**src/verilog/revo_pkg.sv**
```systemverilog
`default_nettype none

package revo_pkg;

	// --------------------------------------------------
	// line protocol widths
	// --------------------------------------------------
	localparam int history_width = 16;
	// size of the newer half of the history
	localparam int max_duration = 8;
	localparam int word_width = 8;
	localparam int bit_index_width = $clog2(word_width);

	// bit 0 is the newest revo sample
	typedef logic [history_width-1:0] history_t;
	// one half of the history
	typedef logic [max_duration-1:0] window_t;
	typedef logic [word_width-1:0] line_word_t;
	// position inside a line word
	typedef logic [bit_index_width-1:0] bit_index_t;

	// --------------------------------------------------
	// line words, sent msb first
	// --------------------------------------------------
	localparam line_word_t word_null = 8'b11000000;
	localparam line_word_t word_trg = 8'b00111111;

	// trigger decision steps, one per clock
	typedef enum logic [1:0] {
		capture,
		evaluate,
		decide,
		hold
	} trg_state_t;

endpackage

`default_nettype wire

```
**src/verilog/revo_input_sync.sv**
```systemverilog
`timescale 1ns/1ps
`default_nettype none

module revo_input_sync (
	input wire logic clock2,
	input wire logic reset,
	input wire logic revo_in,
	output revo_pkg::history_t history
);
	import revo_pkg::*;

	// two flop synchronizer stages
	logic sync_meta;
	logic sync_stable;

	// --------------------------------------------------
	// synchronizer
	// --------------------------------------------------
	always_ff @(posedge clock2) begin
		if (reset) begin
			sync_meta <= 1'b0;
			sync_stable <= 1'b0;
		end else begin
			sync_meta <= revo_in;
			sync_stable <= sync_meta;
		end
	end

	// --------------------------------------------------
	// sample history
	// --------------------------------------------------
	// newest sample enters at bit 0, oldest falls off the top
	always_ff @(posedge clock2) begin
		if (reset) begin
			history <= '0;
		end else begin
			history <= {history[history_width-2:0], sync_stable};
		end
	end

	// history feeds the trigger decision, so no x may reach it
	history_known: assert property (
		@(posedge clock2) disable iff (reset)
		!$isunknown(history)
	);

endmodule

`default_nettype wire

```
**src/verilog/phase_timer.sv**
```systemverilog
`timescale 1ns/1ps
`default_nettype none

module phase_timer (
	input wire logic clock2,
	input wire logic reset,
	output revo_pkg::bit_index_t bit_index,
	output logic eval_tick
);
	import revo_pkg::*;

	bit_index_t count;

	// --------------------------------------------------
	// word bit counter
	// --------------------------------------------------
	// wraps from 7 to 0 on its own
	always_ff @(posedge clock2) begin
		if (reset) begin
			count <= '0;
		end else begin
			count <= count + 1'b1;
		end
	end

	assign bit_index = count;

	// last cycle of each half word, at count 3 and 7
	assign eval_tick = (count[1:0] == 2'b11);

	// the trigger rounds rely on a strict four cycle pace
	eval_tick_period: assert property (
		@(posedge clock2) disable iff (reset)
		eval_tick |=> !eval_tick [*3] ##1 eval_tick
	);

endmodule

`default_nettype wire

```
**src/verilog/revo_trigger_fsm.sv**
```systemverilog
`timescale 1ns/1ps
`default_nettype none

module revo_trigger_fsm (
	input wire logic clock2,
	input wire logic reset,
	input wire revo_pkg::history_t history,
	input wire logic eval_tick,
	output logic trg
);
	import revo_pkg::*;

	trg_state_t state;

	// history frozen for one round
	history_t captured;
	window_t upper;
	window_t lower;

	// pulse window conditions
	logic upper_zero;
	logic lower_nonzero;
	logic newest_zero;

	// result of the last finished round
	logic accept;

	// --------------------------------------------------
	// history split
	// --------------------------------------------------
	assign upper = captured[history_width-1:max_duration];
	assign lower = captured[max_duration-1:0];

	// --------------------------------------------------
	// decision state machine
	// --------------------------------------------------
	always_ff @(posedge clock2) begin
		if (reset) begin
			state <= hold;
			accept <= 1'b0;
			trg <= 1'b0;
		end else begin
			case (state)
				capture: begin
					state <= evaluate;
				end
				evaluate: begin
					state <= decide;
				end
				decide: begin
					// all three must hold, else the pulse is too long or still open
					accept <= upper_zero & lower_nonzero & newest_zero;
					state <= hold;
				end
				default: begin
					if (eval_tick) begin
						// new trg level shows in the capture cycle
						trg <= accept;
						state <= capture;
					end
				end
			endcase
		end
	end

	// payload of the round, only read in the steps after it is written
	always_ff @(posedge clock2) begin
		if (state == capture) begin
			captured <= history;
		end
		if (state == evaluate) begin
			upper_zero <= (upper == '0);
			lower_nonzero <= (lower != '0);
			newest_zero <= ~captured[0];
		end
	end

	// trg may only move at the start of a round
	trg_change_on_capture: assert property (
		@(posedge clock2) disable iff (reset)
		$changed(trg) |-> (state == capture)
	);

endmodule

`default_nettype wire

```
**src/verilog/revo_word_serializer.sv**
```systemverilog
`timescale 1ns/1ps
`default_nettype none

module revo_word_serializer (
	input wire logic clock2,
	input wire logic reset,
	input wire revo_pkg::bit_index_t bit_index,
	input wire logic trg,
	output logic data,
	output logic frame
);
	import revo_pkg::*;

	// word picked from the trigger level
	line_word_t load_word;
	// bits still to send after the msb
	line_word_t shift_word;
	// low for the first cycle out of reset
	logic armed;
	logic word_start;

	assign word_start = (bit_index == '0);
	assign load_word = trg ? word_trg : word_null;

	// --------------------------------------------------
	// output enable
	// --------------------------------------------------
	always_ff @(posedge clock2) begin
		if (reset) begin
			armed <= 1'b0;
		end else begin
			armed <= 1'b1;
		end
	end

	// --------------------------------------------------
	// shift register
	// --------------------------------------------------
	// msb goes out directly at bit 0, the rest is kept here
	always_ff @(posedge clock2) begin
		if (word_start) begin
			shift_word <= load_word << 1;
		end else begin
			shift_word <= shift_word << 1;
		end
	end

	// --------------------------------------------------
	// serial outputs
	// --------------------------------------------------
	always_comb begin
		if (!armed) begin
			data = 1'b0;
		end else if (word_start) begin
			data = load_word[word_width-1];
		end else begin
			data = shift_word[word_width-1];
		end
	end

	assign frame = armed & word_start;

	// frame marks bit 0 and repeats once per word
	frame_on_bit_zero: assert property (
		@(posedge clock2) disable iff (reset)
		frame |-> (bit_index == '0) ##8 frame
	);

endmodule

`default_nettype wire

```
**src/verilog/revo_encoder_top.sv**
```systemverilog
`timescale 1ns/1ps
`default_nettype none

module revo_encoder_top (
	input wire logic clock2,
	input wire logic reset,
	input wire logic revo_in,
	output logic trg,
	output logic data,
	output logic frame
);
	import revo_pkg::*;

	history_t history;
	bit_index_t bit_index;
	logic eval_tick;

	// --------------------------------------------------
	// input side
	// --------------------------------------------------
	revo_input_sync input_sync (
		.clock2(clock2),
		.reset(reset),
		.revo_in(revo_in),
		.history(history)
	);

	// bit position and evaluation pace
	phase_timer timer (
		.clock2(clock2),
		.reset(reset),
		.bit_index(bit_index),
		.eval_tick(eval_tick)
	);

	// --------------------------------------------------
	// trigger decision
	// --------------------------------------------------
	revo_trigger_fsm trigger_fsm (
		.clock2(clock2),
		.reset(reset),
		.history(history),
		.eval_tick(eval_tick),
		.trg(trg)
	);

	// --------------------------------------------------
	// line output
	// --------------------------------------------------
	revo_word_serializer serializer (
		.clock2(clock2),
		.reset(reset),
		.bit_index(bit_index),
		.trg(trg),
		.data(data),
		.frame(frame)
	);

endmodule

`default_nettype wire

```
**config.mk**
```make
export PLATFORM = sky130hd
export DESIGN_NAME = revo_encoder_top
export DESIGN_NICKNAME = d
export VERILOG_FILES = /design/src/verilog/revo_pkg.sv /design/src/verilog/revo_input_sync.sv /design/src/verilog/phase_timer.sv /design/src/verilog/revo_trigger_fsm.sv /design/src/verilog/revo_word_serializer.sv /design/src/verilog/revo_encoder_top.sv
export SDC_FILE = /design/constraint.sdc
export NUM_CORES = 1
export LEC_CHECK = 0
export BUFFER_PORTS_ARGS = -buffer_cell sky130_fd_sc_hd__buf_4
export CORE_MARGIN = 2
export CORE_UTILIZATION = 55
export DETAILED_ROUTE_END_ITERATION = 8
export PLACE_DENSITY = 0.73
export SYNTH_ARGS = -nofsm -noshare
export SYNTH_HDL_FRONTEND = slang
export SYNTH_SLANG_ARGS = --single-unit
```
**constraint.sdc**
```tcl
create_clock -name clock2 -period 1.6 [get_ports clock2]
set_input_delay 0.16 -clock clock2 [delete_from_list [all_inputs] [get_ports clock2]]
set_output_delay 0.16 -clock clock2 [all_outputs]
set_load 0.05 [all_outputs]
```
==> reports/metrics.csv, run 1 <==
stage;metric;value;unit
outcome;outcome;complete, but fails checks;
outcome;violated checks;negative setup slack;
drt;per-cell routed wire length;12.40;um
cts;CTS Buffer Depth;2;
sta;unrepaired setup endpoints after global routing;true;
global_route;Total GRT Usage;0.1480;
finish;fraction of layout cells with a size suffix above 1;0.2014;
cts;Clock Pin Slew Worst Setup and Hold Paths;140;ps
floorplanning;row count;20;
place;placer congestion estimate;0.6981;
yosys;post-synthesis sequential area ratio;0.7225;
min_path;Hold Startpoint;reset;
critical_path;Req. time, crit path;1440;ps
sta;setup violators final;1;
finish;multi-input logic area;447.9;um2
yosys;share of the synthesized area in the top cell type;0.3877;
floorplanning;Top Ports;6;
sta;slew at the pin closest to its max-slew limit;249.6;ps
global_route;total grt overflow;0;
yosys;syn_area_per_cell;13.31;um2
finish;Cell Count, Final, Fillers Out;177;
cts;clock sink count;52;
global_route;largest net degree at the start of global routing;26;
sta;minimum clock period;1697;ps
yosys;Mapped Cells;128;
critical_path;RR Startpoint;trigger_fsm.state[0];
yosys;Mapped Area;1704;um2
finish;register area;1234;um2
place;pre-CTS setup slack;180.9;ps
cts;clock root buffer;clkbuf_4;
critical_path;type of the worst setup path;reg -> out;
global_route;initial antenna violation count;0;
cts;number of H-tree levels;2;
global_route;first-pass GRT wire length;3643;um
finish;Layout Area Growth over Synthesis;13.80;%
critical_path;R2R depth;5;
place;Post-DP HPWL;1403;um
cts;CTS tree;done;
finish;Nets;152;
sta;Slew Limit Fails;0;
critical_path;CP Launch Type;flip-flop;
min_path;hold endpoint;trigger_fsm.trg;
yosys;#FFs+latches synth;52;
critical_path;Crit Path Max Fanout;2;
floorplanning;Die ar.;3560;um2
finish;Filler cells;229;
power_and_ir_drop;cell leakage power;0.0007864;uW
drt;total wire length;2195;um
place;placed cell count;164;
drt;drt drc;0;
sta;Layout Skew;9.920;ps
drt;vias per inst;4.960;
sta;Rel. slew slack;0.8320;
critical_path;flop-to-flop setup slack;230;ps
global_route;via count of the first global-routing pass;823;
finish;n_diodes;0;
critical_path;r2r endpoint;trigger_fsm.state[1];
min_path;Worst Hold Class;in -> reg;
floorplanning;Die Y;59.67;um
sta;Tcrit/Tclk final;1.061;
floorplanning;CORE AREA;3003;um2
sta;Fmax;589.1;MHz
yosys;Yosys cell types;26;
floorplanning;die width;59.67;um
drt;DR vias;878;
floorplanning;Initial Util;0.5675;
sta;final number of hold-violating endpoints;0;
critical_path;crit path DAT;1540;ps
place;port bufs;5;
yosys;top post-synthesis cells by area;dfxtp_1 (39%), edfxtp_1 (33%), nor2b_1 (5.9%);
cts;CTS buffer count;5;
drt;remaining antenna violation count;0;
power_and_ir_drop;Power Density;1346;nW/um2
power_and_ir_drop;Worst IR Drop VDD;726.0;uV
yosys;Synth Net Count;137;
job;max-cap viol count;0;
min_path;hold depth;2;
sta;setup ws final;-97.43;ps
drt;detailed router's first-iteration violation count;63;
drt;TritonRoute pass-1 iters;4;
yosys;biggest area consumer among synthesized cells;dfxtp_1;
yosys;Ys Warns;0;
critical_path;CP endpoint kind;primary output;
cts;Clock Latency Late Sink;350;ps
## layout by cell type (no fill, tap or decap), types with 3 or more instances in the layout
cell type	synthesis	routed
nor2b_1	16	16
ha_1	6	5
clkbuf_4	0	5
dfxtp_1	33	31
buf_4	0	8
nand2_1	17	16
inv_1	8	6
edfxtp_1	19	19
nor2_1	5	4
and2b_1	3	3
## critical path, cell delays in order, from the launching register on
cell and delay [ps]:
dfxtp_2 350, inv_2 60, ha_4 140, nand2b_4 60, or2_4 250, a21oi_4 160, buf_8 170
## routing by layer
layer / up-vias / part of all wire / GRT usage
li1: 450 / - / -
met1: 409 / 0.44 / 0.1749
met2: 12 / 0.50 / 0.2220
met3: 7 / 0.034 / 0.06494
met4: 0 / 0.023 / 0.08889
met5: - / 0 / 0
## cells in the mapped netlist (all sizes together)
| master | n |
|---|---|
| o211ai | 1 |
| and2b | 3 |
| ha | 6 |
| nor2b | 16 |
| nor4 | 3 |
| inv | 8 |
| clkbuf | 1 |
| nand2 | 17 |
| nor2 | 5 |
| a21oi | 3 |
| nand4 | 1 |
| nor3 | 1 |
| dfxtp | 33 |
| nand2b | 2 |
| buf | 2 |
| a31oi | 1 |
| or2 | 1 |
| xnor2 | 1 |
| nand3 | 1 |
| edfxtp | 19 |
| nand3b | 1 |
| or4 | 2 |
## cells by family after synthesis
group	share of synthesized area
buffers and inverters	0.02936
flip-flops	0.7225
AND/OR/NAND/NOR	0.1799
AO/OA/AOI/OAI	0.01909
adder cells (fa/ha/maj)	0.04405
XOR/XNOR	0.005140
## state kept, by name, summed over array words and instances, names as in the netlist
signal	count
trigger_fsm.state	2
serializer.shift_word	7
timer.bit_index	3
trigger_fsm.accept	1
serializer.armed	1
trigger_fsm.trg	1
trigger_fsm.lower_nonzero	1
trigger_fsm.newest_zero	1
input_sync.sync_meta	1
trigger_fsm.captured	16
trigger_fsm.upper_zero	1
input_sync.sync_stable	1
input_sync.history	16
## repair_timing
action / CTS / global route
gates resized for setup: 7 / 4
endpoints found under the hold margin: 1 / 0
pin swaps: 2 / 3
endpoints found under the setup margin: 1 / 2
buffers inserted: 3 / 1
hold buffers: 1 / 0
## how the worst max path moves through the flow
| stage | startpoint | to | slack (ps) | depth (start not counted) |
|---|---|---|---|---|
| global placement | timer.bit_index[0] | data | 240 | 6 |
| floorplan | timer.bit_index[0] | frame | 70 | 5 |
| finish | timer.bit_index[1] | data | -100 | 6 |
| global route | timer.bit_index[0] | data | -160 | 6 |
| CTS | timer.bit_index[0] | data | -130 | 6 |
| detailed placement | timer.bit_index[0] | data | 180 | 6 |
## layout make-up
type / count / share of cell area
tap: 33 / 0.02129
clock inverter: 2 / 0.02000
clock buffer: 6 / 0.02645
sequential: 52 / 0.6361
timing repair buffer: 11 / 0.04968
multi-input combinational: 65 / 0.2310
inverter: 8 / 0.01548
## report_power, final
group          leakage, uW  switching [uW]  internal (uW)
clock network    0.0000484             380            375
registers         0.000439            41.8           1480
logic             0.000299             190            148
## through the flow
step | setup TNS [ps] | hold slack, ps | util | power (uW) | instance area [um2]
floorplan | 0 | 231.6 | - | 1780 | 1712
detailed placement | 0 | 385.3 | 0.5921 | 1844 | 1778
CTS | -129.1 | 110.6 | 0.6392 | 2622 | 1919
finish | -97.43 | 131.9 | 0.6458 | 2610 | 1939
global route | -175.4 | 106.6 | 0.6458 | 2742 | 1939
global placement | 0 | 387.4 | 0.5921 | 1823 | 1778
No activity file was read; power rests on OpenSTA's default activity.
==> run 2: changes to the inputs <==
- CORE_ASPECT_RATIO: unset -> 0.6
- GPL_TIMING_DRIVEN: unset -> 0
- TNS_END_PERCENT: unset -> 5
==> run 2 against run 1 <==
Effect of this change: the flow still finishes with violations (negative setup slack); cell area fell by 1.1%; sequential share of layout area rose by 0.71 points; register-to-register slack got worse by 20 ps; flip-flop and latch count did not move; combinational power barely moved; worst hold slack got worse by 64 ps; critical endpoint unchanged; highest routed layer unchanged.
==> reports/metrics.csv, run 2 (synthesis results as in run 1) <==
stage;metric;value;unit
place;placed cell count;175;
finish;n_diodes;0;
floorplanning;row count;15;
critical_path;Req. time, crit path;1440;ps
sta;Rel. slew slack;0.7002;
sta;slew at the pin closest to its max-slew limit;449.7;ps
sta;final number of hold-violating endpoints;0;
floorplanning;Top Ports;6;
cts;CTS tree;done;
sta;Fmax;616.5;MHz
global_route;initial antenna violation count;0;
place;pre-CTS setup slack;-34.57;ps
sta;unrepaired setup endpoints after global routing;true;
cts;CTS Buffer Depth;2;
critical_path;Top Family by Delay on Critical Path;flip-flops;
floorplanning;Die Y;47.12;um
cts;number of H-tree levels;2;
global_route;first-pass GRT wire length;3829;um
cts;clock sink count;52;
finish;Largest regs;input_sync.history (16), trigger_fsm.captured (16), serializer.shift_word (7);
sta;setup violators final;1;
sta;Slew Limit Fails;0;
drt;total wire length;2464;um
drt;TritonRoute pass-1 iters;4;
power_and_ir_drop;Worst IR Drop VDD;628.8;uV
floorplanning;CORE AREA;2909;um2
sta;Layout Skew;2.709;ps
place;placer congestion estimate;0.6687;
finish;fraction of layout cells with a size suffix above 1;0.1678;
sta;minimum clock period;1622;ps
power_and_ir_drop;cell leakage power;0.0007641;uW
drt;remaining antenna violation count;0;
cts;Clock Pin Slew Worst Setup and Hold Paths;80;ps
drt;vias per inst;4.773;
sta;Tcrit/Tclk final;1.014;
global_route;total grt overflow;0;
outcome;outcome;complete, but fails checks;
global_route;largest net degree at the start of global routing;19;
critical_path;Bufs and invs on worst path;2;
critical_path;critical path cell sequence;inv_2 -> ha_4 -> nand2b_4 -> or2_4 -> a21oi_4 -> buf_8;
cts;CTS Hold Bufs;0;
floorplanning;Die ar.;3574;um2
finish;Layout Area Growth over Synthesis;12.56;%
critical_path;crit path DAT;1460;ps
critical_path;CP Launch Type;flip-flop;
critical_path;type of the worst setup path;reg -> out;
floorplanning;die width;75.86;um
floorplanning;Initial Util;0.5858;
job;max-cap viol count;0;
critical_path;Critical-path top delay cell;dfxtp_2;
place;Post-DP HPWL;1672;um
drt;detailed router's first-iteration violation count;21;
critical_path;max incr delay on CP;340;ps
critical_path;CP endpoint kind;primary output;
power_and_ir_drop;Power Density;1329;nW/um2
finish;multi-input logic area;445.4;um2
global_route;via count of the first global-routing pass;811;
finish;Cell Count, Final, Fillers Out;185;
cts;Clock Latency Late Sink;290;ps
sta;setup ws final;-22.03;ps
cts;CTS buffer count;5;
finish;Nets;151;
drt;drt drc;0;
drt;DR vias;883;
outcome;violated checks;negative setup slack;
finish;most common cell after layout, fill and taps aside;dfxtp_1;
critical_path;Crit Path Max Fanout;3;
min_path;Worst Hold Class;in -> reg;
drt;per-cell routed wire length;13.32;um
global_route;Total GRT Usage;0.1643;
cts;clock root buffer;clkbuf_8;
finish;most frequent cells in the layout;dfxtp_1 (31), edfxtp_1 (19), nand2_1 (17);
finish;register area;1234;um2
finish;Filler cells;222;
place;port bufs;5;
==> run 2: cell count changes in the layout (fill, tap and decap cells not counted), sizes merged <==
cell,change
bufinv,-1
dlygate4sd3,-1
buf,-1
clkbuf,+3
clkinv,-1
==> run 2: report_power, final <==
group,switching (uW),internal (uW)
combinational,194,143
sequential,40.7,1480
clock,384,311
==> run 2: worst paths after layout <==
kind	end	from	depth (start not counted)	slack, ps
min reg2reg	trigger_fsm.captured[15]	input_sync.history[15]	0	410
min	timer.bit_index[1]	reset	2	70
max	data	timer.bit_index[0]	6	-20
max reg2reg	trigger_fsm.state[1]	trigger_fsm.state[0]	5	210
==> run 2: area by class of cell <==
class                           instances  area share
Buffer                                  2    0.004566
Clock buffer                            8     0.04175
Multi-Input combinational cell         65      0.2322
Sequential cell                        52      0.6432
Timing Repair Buffer                    8     0.03523
Tap cell                               42     0.02740
Inverter                                8     0.01566
==> run 2: metal layers <==
| metal | GRT usage | vias up | part of all wire |
|---|---|---|---|
| met2 | 0.2379 | 12 | 0.44 |
| met1 | 0.2224 | 415 | 0.51 |
| met5 | 0 | - | 0 |
| met4 | 0.09474 | 0 | 0.021 |
| li1 | - | 449 | - |
| met3 | 0.05150 | 7 | 0.031 |
==> run 2: repair_timing <==
item,in CTS,in global routing
resized for setup,8,1
pin swaps,3,3
setup endpoints to repair,3,1
setup buffers,2,1
==> run 2: metrics by stage <==
stage	power (uW)	utilization	hold slack, ps	cell area [um2]	setup TNS (ps)
floorplan	1780	-	231.6	1712	0
global placement	1830	0.6194	375.8	1802	0
detailed placement	1864	0.6194	380.8	1802	-50.44
CTS	2552	0.6555	68.73	1907	-41.18
global route	2649	0.6594	88.30	1918	-55.06
finish	2548	0.6594	67.67	1918	-22.03
==> run 2: worst register-to-register path, cell delays in order (launching register included) <==
cell     delay (ps)
dfxtp_1         390
inv_1            90
ha_2            340
nor4_4          300
nor3_1           70
a31oi_1         140
